**config.mk**
```make
export PLATFORM = sky130hd
export DESIGN_NAME = bus_arbiter
export DESIGN_NICKNAME = d
export VERILOG_FILES = /design/src/bus_pkg.sv /design/src/bus_arbiter.sv
export SDC_FILE = /design/constraint.sdc
export NUM_CORES = 1
export LEC_CHECK = 0
export BUFFER_PORTS_ARGS = -buffer_cell sky130_fd_sc_hd__buf_2
export CAP_MARGIN = 25
export CORE_MARGIN = 3
export CORE_UTILIZATION = 23
export CTS_CLUSTER_DIAMETER = 150
export DETAILED_ROUTE_END_ITERATION = 8
export PLACE_DENSITY = 0.89
export SETUP_SLACK_MARGIN = 0.05
export SLEW_MARGIN = 25
export SYNTH_ARGS = -nofsm -noshare
export SYNTH_HDL_FRONTEND = slang
export SYNTH_SLANG_ARGS = --single-unit
```
**constraint.sdc**
```tcl
create_clock -name bus_clk -period 2.42 [get_ports bus_clk]
set_input_delay 0.121 -clock bus_clk [delete_from_list [all_inputs] [get_ports bus_clk]]
set_output_delay 0.121 -clock bus_clk [all_outputs]
set_load 0.01 [all_outputs]
```
**src/bus_pkg.sv**
```systemverilog
// Shared bus types, controller state encoding and memory map constants
// for the keyboard bus subsystem

package bus_pkg;

   // Byte address on the system bus
   typedef logic [15:0] addr_t;

   // One bus data beat
   typedef logic [31:0] data_t;

   // Remaining transfer size in bytes
   typedef logic [11:0] size_t;

   // Raw key code from the scanner
   typedef logic [7:0] key_t;

   // Sequence stamp given to each accepted key
   typedef logic [7:0] seq_t;

   // Keyboard controller states
   // Only the master write path is kept, the device is never read
   typedef enum logic [1:0] {
      idle,
      st_br,
      mstr,
      st_wr
   } ctrl_state_t;

   // Start of the keyboard record ring in RAM
   localparam addr_t KBD_BASE = 16'h7000;

   // One key record is four beats long
   localparam size_t RECORD_BYTES = 12'd16;

   // Bytes moved per acknowledged beat
   localparam size_t BEAT_BYTES = 12'd4;

endpackage

```
**src/bus_arbiter.sv**
```systemverilog
// Fixed priority bus arbiter, keyboard over host, with steering of the
// owner's lines onto the shared bus
`timescale 1ns/1ps

module bus_arbiter (
   input  logic            bus_clk,
   input  logic            rst_n,
   input  logic            kbd_br,
   input  logic            host_br,
   input  bus_pkg::addr_t  kbd_a,
   input  bus_pkg::data_t  kbd_wdata,
   input  logic            kbd_valid,
   input  bus_pkg::addr_t  host_a,
   input  logic            host_valid,
   output logic            kbd_bg,
   output logic            host_bg,
   output bus_pkg::addr_t  bus_a,
   output bus_pkg::data_t  bus_wdata,
   output logic            bus_rw,
   output logic            bus_valid
);

   // Owner bits, bit 0 keyboard, bit 1 host, at most one set
   logic [1:0] owner;

   assign kbd_bg  = owner[0];
   assign host_bg = owner[1];

   always_ff @(posedge bus_clk or negedge rst_n)
   begin
      if (!rst_n)
         owner <= 2'b00;
      else if (owner == 2'b00)
      begin
         // Free bus, keyboard wins a tie
         if (kbd_br)
            owner <= 2'b01;
         else if (host_br)
            owner <= 2'b10;
      end
      // Grant only ends when its request drops
      else if (owner[0] && !kbd_br)
         owner <= 2'b00;
      else if (owner[1] && !host_br)
         owner <= 2'b00;
   end

   // Keyboard only writes, host port only reads
   assign bus_rw = owner[0];

   always_comb
   begin
      bus_a     = '0;
      bus_wdata = '0;
      bus_valid = 1'b0;
      if (owner[0])
      begin
         bus_a     = kbd_a;
         bus_wdata = kbd_wdata;
         bus_valid = kbd_valid;
      end
      else if (owner[1])
      begin
         bus_a     = host_a;
         bus_valid = host_valid;
      end
   end

endmodule

```
==> run_results.csv <==
group,metric,value,unit
global_route,gr-total-overflow,0,
clock_tree,clkTransAtPathRegs,30,ps
die,die_area,2670,µm²
synth,postSynthCellCount,65,
sta,hold_violations,0,
setup_path,required,2300,ps
finish,drive_gt1_share,69.4,%
finish,layout_top_registers,"owner: 2 flops",
run,max_cap_violations,0,
worst_hold_path,hold_class,"in -> reg",
die,core,1840,µm²
finish,area_growth,132,%
global_route,grt_use_total,17.5,%
clock_tree,cts.sinks,2,
synth,ys_seq_elements,2,
sta,tns,0,ps
setup_path,worst_setup_path_end_kind,"output port",
sta,slew_headroom,57.9,%
die,fp.dieW,51.6,µm
clock_tree,cts_resized,0,
clock_tree,cts.path.max_buffers,2,
run_status,status,"completed",
route,drc,0,
global_route,grt_max_degree,54,
finish,antennaDiodeCount,0,
die,ios,122,
clock_tree,ctsHtreeMaxLevel,1,
power_and_ir_drop,power_leakage,0.728,nW
sta,min_period,1620,ps
synth,yosysWarnings,0,
die,rows,15,
placed_design,globalplace.congestion,0.689,
synth,synth_most_common_cell,"and2_1",
route,wl,2.57,mm
synth,synth-edff-count,0,
finish,regMostFlops,"owner",
synth,synth.top_cell.area_share,41.8,%
global_route,grt_antenna_before_repair,0,
setup_path,worstSetupPathType,"reg -> out",
setup_path,critPathArrivalTime,1500,ps
sta,slew_viol_final,0,
route,drt_iter0_markers,5,
setup_path,r2r_cells,3,
sta,worst_pin_slew,629,ps
route,dr.pass1.iters,2,
synth,seq_area_frac_synth,10.4,%
finish,nets,255,
sta,fin_crit_sh,67.1,%
die,dieHeight,51.6,µm
finish,largest_reg_flops,2,
route,vias_per_cell,4.27,
route,vias,888,
power_and_ir_drop,p_total,0.318,mW
setup_path,critPathMaxFanout,17,
route,ant_nets,0,
sta,rsz0062_at_grt,"no",
clock_tree,cts_buffers,3,
synth,synth_area_leaders,"and2_1 42%, a22o_1 31%, dfrtp_1 10%",
power_and_ir_drop,peakVddDrop,0.202,mV
synth,ys_top_cells_by_count,"32 x and2_1, 17 x a22o_1, 3 x buf_2, 3 x clkbuf_1",
sta,finalSetupViolCount,0,
clock_tree,cts_tree,"built",
route,avgRoutedWirePerCell,12.3,µm
sta,max_freq,616,MHz
clock_tree,clock_latency,220,ps
global_route,grt_pass1_wl,3.57,mm
synth,synth_area,479,µm²
global_route,grt_pass1_vias,839,
synth,avgSynthCellArea,7.37,µm²
die,start_util,26.1,%
synth,synth.distinct_cells,11,
clock_tree,root_buffer,"clkbuf_4",
synth,syn_nets,135,
placed_design,portBuffers,121,
setup_path,worstSetupStartpointType,"flop",
power_and_ir_drop,p_per_area,286,nW/µm²
sta,skew,2.94,ps
synth,synth-main-ff-cell,"dfrtp_1",
synth,synthArstFlopShare,100,%
worst_hold_path,hold_depth,2,
synth,synth_top_area_cell,"and2_1",
## kinds of logic after synthesis
kind of cell / count (synthesis) / share of synthesized area [%]
AO/OA/AOI/OAI: 19 / 34.2
buffers and inverters: 8 / 9.40
flip-flops: 2 / 10.4
AND/OR/NAND/NOR: 36 / 46.0
## timing repair
| item | in CTS | in global routing |
|---|---|---|
| buffers inserted | 0 | 0 |
| hold buffers | 1 | 0 |
| hold endpoints to repair | 2 | 0 |
## cell usage in the layout (no fill, tap or decap)
master and instances:
a22o_1 17, dlygate4sd3_1 1, nor2b_2 1, and2_1 32, buf_2 121, dfrtp_1 2
a21boi_0 2, nand2_1 2, buf_4 1, clkbuf_4 3, or2_2 1
## metal layers
metal | vias up | wire, µm | GRT usage (%)
li1 | 460 | - | -
met1 | 375 | 781 | 14.0
met2 | 51 | 1470 | 37.1
met3 | 2 | 305 | 5.73
met4 | 0 | 12 | 7.42
met5 | - | 0 | 0
## cell type report
type | instances | area (µm²)
Fill cell | 209 | 726
Timing Repair Buffer | 123 | 623
Multi-Input combinational cell | 55 | 387
Tap cell | 25 | 31.3
Clock buffer | 3 | 22.5
Sequential cell | 2 | 50.0
## per-stage QoR
stage	instances	hold WS (ps)	worst slack (ps)	area (µm²)	utilization, %
after floorplan	65	-175	1260	479	-
after global placement	204	-91.3	763	1080	58.6
after detailed placement	204	-88.8	739	1080	58.6
after CTS	208	154	495	1110	60.4
after global routing	208	160	687	1110	60.5
final	208	163	795	1110	60.5
## path summary, 6_finish.rpt
check / startpoint / to / slack [ps]
setup / recovery: owner[1] / bus_a[1] / 800
hold / removal: host_br / owner[1] / 160
min in group asynchronous: rst_n / owner[1] / 220
setup reg to reg: owner[0] / owner[1] / 1190
max in group asynchronous: rst_n / owner[0] / 2100
hold reg to reg: owner[1] / owner[0] / 520
## critical path, stage by stage, from the launching register on
cell and delay [ps]:
dfrtp_1 360, nor2b_2 560, a22o_1 230, buf_2 130
## power breakdown
| part | switching, mW | internal, mW | total (mW) |
|---|---|---|---|
| clock network | 0.0188 | 0.0547 | 0.0735 |
| registers | 0.00174 | 0.0360 | 0.0377 |
| logic | 0.0948 | 0.113 | 0.207 |
| total | 0.115 | 0.203 | 0.318 |
Power figures use the tool's default switching activity.
