--- src/bus_pkg.sv ---
// Shared bus types, controller state encoding and memory map constants
// for the keyboard bus subsystem

package bus_pkg;

   // Byte address on the system bus
   typedef logic [15:0] addr_t;

   // One bus data beat
   typedef logic [31:0] data_t;

   // Remaining transfer size in bytes
   typedef logic [11:0] size_t;

   // Raw key code from the scanner
   typedef logic [7:0] key_t;

   // Sequence stamp given to each accepted key
   typedef logic [7:0] seq_t;

   // Keyboard controller states
   // Only the master write path is kept, the device is never read
   typedef enum logic [1:0] {
      idle,
      st_br,
      mstr,
      st_wr
   } ctrl_state_t;

   // Start of the keyboard record ring in RAM
   localparam addr_t KBD_BASE = 16'h7000;

   // One key record is four beats long
   localparam size_t RECORD_BYTES = 12'd16;

   // Bytes moved per acknowledged beat
   localparam size_t BEAT_BYTES = 12'd4;

endpackage

--- src/kbd_scan_buffer.sv ---
// Key code queue between the scanner strobes and the bus controller
`timescale 1ns/1ps

module kbd_scan_buffer #(
   parameter int QUEUE_DEPTH = 4
) (
   input  logic            bus_clk,
   input  logic            rst_n,
   input  logic            key_valid,
   input  bus_pkg::key_t   key_code,
   input  logic            rec_done,
   output logic            mod_en,
   output bus_pkg::key_t   head_key,
   output bus_pkg::seq_t   head_seq,
   output logic            key_drop
);

   localparam int PTR_W = $clog2(QUEUE_DEPTH);
   localparam int CNT_W = $clog2(QUEUE_DEPTH + 1);

   // Entry storage, key and its stamp side by side
   bus_pkg::key_t    key_mem [QUEUE_DEPTH];
   bus_pkg::seq_t    seq_mem [QUEUE_DEPTH];

   logic [PTR_W-1:0] wr_ptr;
   logic [PTR_W-1:0] rd_ptr;
   logic [CNT_W-1:0] count;
   bus_pkg::seq_t    next_seq;
   logic             full;
   logic             push;
   logic             pop;

   assign full = (count == CNT_W'(QUEUE_DEPTH));
   // A strobe into a full queue is lost
   assign push = key_valid && !full;
   assign pop  = rec_done && (count != '0);

   // Controller sees work pending as a level
   assign mod_en   = (count != '0);
   assign head_key = key_mem[rd_ptr];
   assign head_seq = seq_mem[rd_ptr];

   // Payload write, stamped with the running sequence number
   always_ff @(posedge bus_clk)
   begin
      if (push)
      begin
         key_mem[wr_ptr] <= key_code;
         seq_mem[wr_ptr] <= next_seq;
      end
   end

   always_ff @(posedge bus_clk or negedge rst_n)
   begin
      if (!rst_n)
      begin
         wr_ptr   <= '0;
         rd_ptr   <= '0;
         count    <= '0;
         next_seq <= '0;
         key_drop <= 1'b0;
      end
      else
      begin
         // Pointers wrap on their own since depth is a power of two
         if (push)
         begin
            wr_ptr   <= wr_ptr + 1'b1;
            next_seq <= next_seq + 1'b1;
         end
         if (pop)
            rd_ptr <= rd_ptr + 1'b1;
         // Occupancy follows push and pop together
         case ({push, pop})
            2'b10:   count <= count + 1'b1;
            2'b01:   count <= count - 1'b1;
            default: count <= count;
         endcase
         // One cycle flag for each lost key
         key_drop <= key_valid && full;
      end
   end

endmodule

--- config.mk ---
export PLATFORM = sky130hd
export DESIGN_NAME = kbd_scan_buffer
export DESIGN_NICKNAME = d
export VERILOG_FILES = /design/src/bus_pkg.sv /design/src/kbd_scan_buffer.sv
export SDC_FILE = /design/constraint.sdc
export NUM_CORES = 1
export LEC_CHECK = 0
export ABC_AREA = 1
export BUFFER_PORTS_ARGS = -buffer_cell sky130_fd_sc_hd__clkbuf_2
export CORE_ASPECT_RATIO = 1.25
export CORE_UTILIZATION = 58
export DETAILED_ROUTE_END_ITERATION = 6
export GPL_TIMING_DRIVEN = 0
export MAX_ROUTING_LAYER = met4
export PLACE_DENSITY = 0.81
export SYNTH_ARGS = -nofsm -noshare
export SYNTH_HDL_FRONTEND = slang
export SYNTH_SLANG_ARGS = --single-unit
--- constraint.sdc ---
create_clock -name bus_clk -period 2.4 [get_ports bus_clk]
set_input_delay 0.48 -clock bus_clk [delete_from_list [all_inputs] [get_ports bus_clk]]
set_output_delay 0.48 -clock bus_clk [all_outputs]
set_load 0.02 [all_outputs]
==> flow_metrics.tcl <==
set metrics [dict create \
    drive_gt1_share_pct 20.5 \
    final-max-slew-violation-count 0 \
    die_area_um2 5880 \
    diodes 0 \
    comb_power_share_pct 37.1 \
    finalNetCount 318 \
    r2r_end "count[2]$_DFFE_PN0P_" \
    max_cap_violations 0 \
    worst-path-max-fanout 10 \
    synth_nets 277 \
    clockBufferDepth 2 \
    port_buffers 29 \
    status "completed" \
    dr.pass1.iters 5 \
    p_clk_share_pct 18.7 \
    ys_ff_latch 80 \
    worstPathRequired_ns 1.92 \
    clock_skew_ns 0.00763 \
    fillers 390 \
    grt_use_total_pct 24.7 \
    power_switching_mw 1.85 \
    worst-r2r-setup-slack_ns 0.30 \
    power_density_nw_per_um2 1310 \
    p_leak_nw 1.43 \
    rsz0062_at_grt "no" \
    ys_top_cells_by_count "edfxtp_1 (64), nor2_1 (40), nand2_1 (30)" \
    worst_setup_path_end_kind "output pin" \
    cts.sinks 80 \
    synth-edff-count 64 \
    h-tree-depth 3 \
    p_sw_share_pct 38.5 \
    placed_area_um2 3480 \
    overflow 0 \
    finalHoldViolCount 0 \
    crit_type "reg -> out" \
    avgSynthCellArea_um2 12.5 \
    antenna_found_initial 0 \
    hold_slack_ns 0.0690 \
    synth_top_area_share_pct 59.4 \
    critPathArrivalTime_ns 1.78 \
    wl_mm 6.04 \
    vdd_drop_max_mv 0.588 \
    ys_types 23 \
    fin_crit_sh_pct 94.2 \
    path_clk_slew_ns 0.07 \
    antenna_left 0 \
    multiInputGateArea_um2 796 \
    rr_startpoint "count[1]$_DFFE_PN0P_" \
    post_cts_buffers 0 \
    finalSetupTns_ns 0 \
    final_area_um2 3650 \
    period_needed_ns 2.26 \
    place_congestion 0.754 \
    die_x_um 68.8 \
    die_h_um 85.5 \
    ios 30 \
    ys.flop_type "edfxtp_1" \
    setup_viol 0 \
    cts_resized 0 \
    yosysMostFrequentCell "edfxtp_1" \
    fmax_ghz 0.442 \
    power_frac_seq_pct 44.1 \
    cts_hold_buf 0 \
    fin_cells 366 \
    dp.cells 352 \
    wl_per_cell_um 16.5 \
    hold_class "in -> async" \
    yosys.area.top_type "edfxtp_1" \
    synth.area.top_cells "edfxtp_1 (59%), dfrtp_1 (12%), nor2_1 (4.6%)" \
    yosys_warnings 0 \
    vias 2055 \
    async_flop_share_pct 20.0 \
    initial_core_util_pct 59.8 \
    drcViolationCount 0 \
    tightest_slew_ns 0.933 \
    netlist_area_um2 3230 \
    seq_area_um2 2320 \
    fp-row-count 30 \
    synth_cells 258 \
    grt_max_degree 17 \
    core_um2 5410 \
    reg2reg_depth 10 \
    slew_headroom_pct 37.7 \
    grt_pass1_vias 2085 \
    ys_seq_area_share_pct 71.8 \
    viasPerCell 5.61 \
    grt_pass1_wl_mm 9.76 \
    cts_root_buf "clkbuf_8" \
    clk_latency_ns 0.34 \
    cts_tree "yes" \
    drt_iter0_drc 234 \
    final_util_pct 67.6 \
    syn2layout_area_growth_pct 13.0 \
    internal-power_mw 2.95 \
    cts_inserted_buffers 9 \
    worstSetupStartpointType "flip-flop" \
    dp.final_hpwl_mm 3.93 \
]
[critical path, cell delays in order (launching register included)]
cell	delay, ns
dfrtp_1	0.50
inv_2	0.18
buf_2	0.25
o21ai_1	0.12
o22ai_1	0.18
clkbuf_2	0.21
[flip-flops by register name, summed over array words and instances (netlist names)]
register	flops
key_mem	32
seq_mem	32
next_seq	8
count	3
rd_ptr	2
wr_ptr	2
key_drop	1
[cells by family (layout without fill, tap and decap cells)]
family,after synthesis,count (layout),share of synthesized area (%)
AOI/OAI and AO/OA,54,54,9.06
and+or+nand+nor,81,81,10.2
adders and majority gates,7,7,2.94
xor gates and xnor gates,8,8,2.17
DFF,80,80,71.8
buffers and inverters,28,72,3.79
[power groups by stage]
stage	Sequential (mW)	Combinational, mW	Clock, mW
final	2.12	1.78	0.898
after global routing	2.15	1.98	0.974
after CTS	2.11	1.81	0.911
after detailed placement	2.14	1.80	0
after global placement	2.12	1.73	0
after floorplan	2.08	1.24	0
[metrics by stage]
step / power [mW] / setup WS [ns]
2_1_floorplan: 3.33 / 0.482
3_3_place_gp: 3.85 / -0.0161
3_5_place_dp: 3.94 / 0.312
4_1_cts: 4.84 / 0.127
5_1_grt: 5.11 / 0.0667
6_report: 4.80 / 0.139
[final cells by class]
cell class,count,area share (%)
buffer,9,1.40
clock buffer,10,3.49
clock inverter,4,1.30
inverter,19,1.95
multi-input combinational,150,21.8
sequential,80,63.6
tap,64,2.19
timing repair buffer,30,4.28
[metal layers]
| metal | vias to the layer above | share of wire [%] | global-route usage, % |
|---|---|---|---|
| li1 | 978 | - | - |
| met1 | 1000 | 40 | 28.8 |
| met2 | 68 | 53 | 39.0 |
| met3 | 9 | 5.3 | 5.38 |
| met4 | 0 | 1.8 | 13.2 |
| met5 | - | 0 | - |
[layout by cell type, fill, tap and decap left out, drive strengths merged, types with 2 or more instances in the layout]
cell,count
buf,10
clkbuf,39
clkinv,2
dfrtp,16
edfxtp,64
ha,6
inv,19
nand2,32
nand3,6
nor2,41
o21ai,36
o22ai,16
xnor2,5
xor2,3
[worst max-delay path by stage]
stage                               to                   from  depth (start not counted)
6_report                   head_seq[5]  rd_ptr[1]$_DFFE_PN0P_                          5
5_1_grt                    head_seq[5]  rd_ptr[1]$_DFFE_PN0P_                          5
4_1_cts                    head_seq[5]  rd_ptr[1]$_DFFE_PN0P_                          5
3_5_place_dp      count[2]$_DFFE_PN0P_   count[1]$_DFFE_PN0P_                         10
3_3_place_gp   key_mem[2][3]$_DFFE_PP_              key_valid                          4
2_1_floorplan     count[2]$_DFFE_PN0P_   count[1]$_DFFE_PN0P_                         10
No activity file was read; power rests on OpenSTA's default activity.
