$ cat src/bus_pkg.sv
// Shared bus types, controller state encoding and memory map constants
// for the keyboard bus subsystem

package bus_pkg;

   // Byte address on the system bus
   typedef logic [15:0] addr_t;

   // One bus data beat
   typedef logic [31:0] data_t;

   // Remaining transfer size in bytes
   typedef logic [11:0] size_t;

   // Raw key code from the scanner
   typedef logic [7:0] key_t;

   // Sequence stamp given to each accepted key
   typedef logic [7:0] seq_t;

   // Keyboard controller states
   // Only the master write path is kept, the device is never read
   typedef enum logic [1:0] {
      idle,
      st_br,
      mstr,
      st_wr
   } ctrl_state_t;

   // Start of the keyboard record ring in RAM
   localparam addr_t KBD_BASE = 16'h7000;

   // One key record is four beats long
   localparam size_t RECORD_BYTES = 12'd16;

   // Bytes moved per acknowledged beat
   localparam size_t BEAT_BYTES = 12'd4;

endpackage

$ cat src/kbd_bus_controller.sv
// Keyboard bus master FSM, writes one 16 byte key record per grant
// as four 32 bit beats
`timescale 1ns/1ps

module kbd_bus_controller #(
   parameter int KBD_SLOTS = 4
) (
   input  logic            bus_clk,
   input  logic            rst_n,
   input  logic            mod_en,
   input  bus_pkg::key_t   head_key,
   input  bus_pkg::seq_t   head_seq,
   input  logic            bg,
   input  logic            bus_ack,
   output logic            br,
   output bus_pkg::addr_t  m_a,
   output bus_pkg::data_t  m_wdata,
   output logic            m_valid,
   output logic            rec_done,
   output logic            kbd_done
);

   bus_pkg::ctrl_state_t state;
   bus_pkg::ctrl_state_t state_next;

   // Bytes still to send in the current record
   bus_pkg::size_t       size;
   // Bytes already sent, so the byte offset inside the record
   bus_pkg::size_t       offset;
   bus_pkg::addr_t       slot_off;
   logic [7:0]           beat_num;
   logic                 last_ack;
   // Done flag, plays the part of the ready register
   logic                 done_r;

   // Final beat of the record has been acknowledged
   assign last_ack = (state == bus_pkg::st_wr) && bus_ack && (size == bus_pkg::BEAT_BYTES);

   // As size counts down the offset into the record goes up
   assign offset   = bus_pkg::RECORD_BYTES - size;
   assign beat_num = 8'(offset / bus_pkg::BEAT_BYTES);

   // Ring slot chosen from the low sequence bits
   assign slot_off = bus_pkg::addr_t'(head_seq % KBD_SLOTS) *
                     bus_pkg::addr_t'(bus_pkg::RECORD_BYTES);

   assign m_a     = bus_pkg::KBD_BASE + slot_off + bus_pkg::addr_t'(offset);
   // Beat number, sequence stamp, spare byte, key code
   assign m_wdata = {beat_num, head_seq, 8'h00, head_key};

   // Request held for the whole transfer
   assign br      = (state != bus_pkg::idle);
   // Lines stay put through the ack cycle, the next beat follows the ack edge
   assign m_valid = (state == bus_pkg::st_wr);

   assign rec_done = done_r;
   assign kbd_done = done_r;

   always_comb
   begin
      state_next = state;
      case (state)
         bus_pkg::idle:
            // Pop of the finished entry lands with done, so skip that cycle
            if (mod_en && !done_r)
               state_next = bus_pkg::st_br;
         bus_pkg::st_br:
            if (bg)
               state_next = bus_pkg::mstr;
         bus_pkg::mstr:
            state_next = bus_pkg::st_wr;
         bus_pkg::st_wr:
            if (last_ack)
               state_next = bus_pkg::idle;
         default:
            state_next = bus_pkg::idle;
      endcase
   end

   always_ff @(posedge bus_clk or negedge rst_n)
   begin
      if (!rst_n)
      begin
         state  <= bus_pkg::idle;
         size   <= '0;
         done_r <= 1'b0;
      end
      else
      begin
         state <= state_next;
         // Size loaded once we own the bus, then drops per ack
         if (state == bus_pkg::mstr)
            size <= bus_pkg::RECORD_BYTES;
         else if ((state == bus_pkg::st_wr) && bus_ack)
            size <= size - bus_pkg::BEAT_BYTES;
         // Single pulse when size reaches zero
         done_r <= last_ack;
      end
   end

endmodule

$ cat config.mk
export PLATFORM = sky130hd
export DESIGN_NAME = kbd_bus_controller
export DESIGN_NICKNAME = d
export VERILOG_FILES = /design/src/bus_pkg.sv /design/src/kbd_bus_controller.sv
export SDC_FILE = /design/constraint.sdc
export NUM_CORES = 1
export LEC_CHECK = 0
export BUFFER_PORTS_ARGS = -buffer_cell sky130_fd_sc_hd__buf_2
export CAP_MARGIN = 20
export CELL_PAD_IN_SITES_DETAIL_PLACEMENT = 0
export CELL_PAD_IN_SITES_GLOBAL_PLACEMENT = 2
export CORE_MARGIN = 10
export CORE_UTILIZATION = 22
export DETAILED_ROUTE_END_ITERATION = 10
export MAX_ROUTING_LAYER = met4
export PLACE_DENSITY = 0.75
export RECOVER_POWER = 50
export SYNTH_ARGS = -nofsm -noshare
export SYNTH_HDL_FRONTEND = slang
export SYNTH_SLANG_ARGS = --single-unit
$ cat constraint.sdc
create_clock -name bus_clk -period 2.2 [get_ports bus_clk]
set_input_delay 0.33 -clock bus_clk [delete_from_list [all_inputs] [get_ports bus_clk]]
set_output_delay 0.33 -clock bus_clk [all_outputs]
set_load 0.01 [all_outputs]
==> reports/metrics.yaml <==
worst_setup_path:
  worst_r2r_path_depth: 7
  worstPathArrival_ps: 2230
  endpoint_kind: "primary output"
  cp_common_cell: "xor2_2"
  cp_slowest_cell: "dfrtp_2"
  r2r-end: "state[1]"
  path_cells: "inv_4 > ha_4 > xor2_2 > ha_2 > fa_2 > and4_4 > and3_4 > xor2_2 > buf_2"
  r2r_start: "size[3]"
  cp_max_fo: 3
  worstPathRequired_ps: 1870
  path_class: "reg -> out"
  cp-start-kind: "flop"
  r2r_setup_slack_ps: 170
  cpPeakStageDelay_ps: 420
routing:
  drc: 0
  routedWlPerCell_um: 12.0
  vias_per_cell: 4.03
  postRouteAntennaNets: 0
  dr_total_vias: 1115
  dr.pass1.iters: 4
  drt_iter0_drc: 35
  drt-total-wl_um: 3330
floorplan:
  die_height_um: 99.8
  die_w_um: 99.8
  design.core.area_um2: 6280
  start_util_pct: 22.3
  ios: 73
  rows: 29
  die_area_um2: 9960
min_path:
  worstHoldPathCells: 2
  hold_class: "in -> reg"
  holdPathEnd: "size[3]"
  worstHoldStart: "bus_ack"
final_layout:
  syn_to_final_growth_pct: 31.9
  final_layout_size_suffix_gt1_share_pct: 50.5
  nets: 233
  diodes: 0
power_and_ir_drop:
  power.leakage_uw: 0.000898
  ir_drop_v: 0.00149
  power.density_nw_per_um2: 2000
sta:
  rsz0062_at_grt: "yes"
  final_hold_viol_count: 0
  period_minus_slack_ps: 2560
  worst_slack_ps: -357
  whs_ps: 357
  drv_slew: 0
  setup_violations: 11
  worstMarginPinSlew_ps: 730
  timing.final.crit_share_pct: 116
  slew_headroom_pct: 51.3
  fmax_mhz: 391
  finClkSkew_ps: 4.34
  tns_ps: -2430
yosys:
  ys_types: 42
  avgSynthCellArea_um2: 8.93
  yosys_warnings: 0
  yosys.area.top_type: "dfrtp_1"
  synth_top_area_share_pct: 23.2
  syn_area_um2: 1400
  synth.most_common_cell: "buf_4"
  synth_seq_area_share_pct: 23.2
  synth_area_leaders: "dfrtp_1 (23%), buf_4 (17%), ha_1 (8.9%)"
  ys_ff_latch: 13
  synth_cells: 157
  synthTopCellsByCount: "buf_4 (32), dfrtp_1 (13), nor2_1 (12)"
  synth-async-reset-ratio_pct: 100
  synthFlopType: "dfrtp_1"
  synth_edf_count: 0
placed_design:
  gp_congestion: 0.772
  dp_hpwl_um: 2800
  port_buffers: 34
  pre_cts_slack_ps: -116
cts:
  cts_tree: "done"
  insertion_delay_ps: 240
  cts_buffers: 3
  cts_root_buffer: "clkbuf_8"
  cts_sinks: 13
  clk_pin_slew_ps: 50
  clockBufferDepth: 2
  htree_levels: 1
grt:
  grt.total_usage_pct: 7.10
  grt_max_degree: 14
  overflow: 0
  grt_pass1_wl_um: 5800
  grt_pass1_vias: 1245
  antenna_found_initial: 0
status:
  status: "finished, violations left"
  failed_checks: "setup timing"
flow_run:
  maxCapViolCount: 0
metrics by stage:
stage          power, uW  cells  util (%)  area (um^2)
2_1_floorplan       2170    166         -         1500
3_3_place_gp        3150    264      26.6         1670
3_5_place_dp        3160    264      26.6         1670
4_1_cts             3610    274      28.7         1800
5_1_grt             4070    277      29.4         1850
6_report            3690    277      29.4         1850
worst max-delay path by stage:
stage | from | end | slack, ps
final | size[3] | m_a[10] | -360
after floorplan | size[3] | m_a[10] | -40
after CTS | size[3] | m_a[11] | -370
after global routing | size[3] | m_a[11] | -490
after global placement | size[3] | m_a[10] | -70
after detailed placement | size[3] | m_a[15] | -120
layout make-up:
class	count	area (um^2)
clock buffer	4	45.0
fill	686	4430
inverter	9	38.8
multi-input combinational	107	901
sequential	13	329
tap	77	96.3
timing repair buffer	67	438
logic make-up after synthesis:
kind of cell               Yosys count  synth area share, %
AOI/OAI and AO/OA                   16                 8.57
xor gates and xnor gates            21                 13.1
adders and majority gates           11                 10.4
buffers and inverters               46                 22.0
DFF                                 13                 23.2
muxes                                1                0.804
other                                1                0.268
and+or+nand+nor                     48                 21.7
flip-flops by register name (all words and copies together) (netlist names):
signal and flops:
state 2, kbd_done 1, size 10
what timing repair did:
action / 4_1_cts / 5_1_grt
setup endpoints to repair: 11 / 12
buffers inserted: 5 / 4
resized for setup: 15 / 9
cloned: 0 / 0
hold buffers: 1 / 0
pin swaps: 8 / 9
hold endpoints to repair: 13 / 0
per-layer routing:
layer  up-vias  routed length (um)  GRT usage [%]
met5         -                   0              -
met1       515                1480           7.80
met3         4                 323           2.88
li1        557                   -              -
met4         0                  26           2.43
met2        39                1500           11.4
where the power goes:
part	internal [uW]	switching (uW)
logic	1550	1450
clock network	128	83.4
registers	328	147
total	2010	1680
critical path, delay by kind of cell, from the launching register on:
family,cells,cell delay [ps]
xor gates and xnor gates,2,310
DFF,1,420
adders and majority gates,3,710
and+or+nand+nor,2,350
buffers and inverters,2,190
cell usage in the layout (no fill, tap or decap), types with 2 or more instances in the layout:
master | synthesis | routed
nand4_1 | 2 | 2
buf_6 | 2 | 4
o21ai_2 | 1 | 4
dfrtp_1 | 13 | 10
clkbuf_8 | 0 | 3
a21oi_1 | 4 | 3
xnor2_2 | 0 | 2
nor3b_1 | 2 | 2
nor3_1 | 5 | 5
nand3_1 | 2 | 2
inv_4 | 0 | 2
xor2_2 | 0 | 3
ha_1 | 10 | 8
buf_4 | 32 | 30
buf_2 | 0 | 30
clkbuf_1 | 3 | 3
xnor2_1 | 11 | 9
xor2_1 | 10 | 7
inv_1 | 9 | 7
conb_1 | 1 | 10
nor2_1 | 12 | 11
dfrtp_2 | 0 | 3
nand2_1 | 10 | 9
Power figures use the tool's default switching activity.
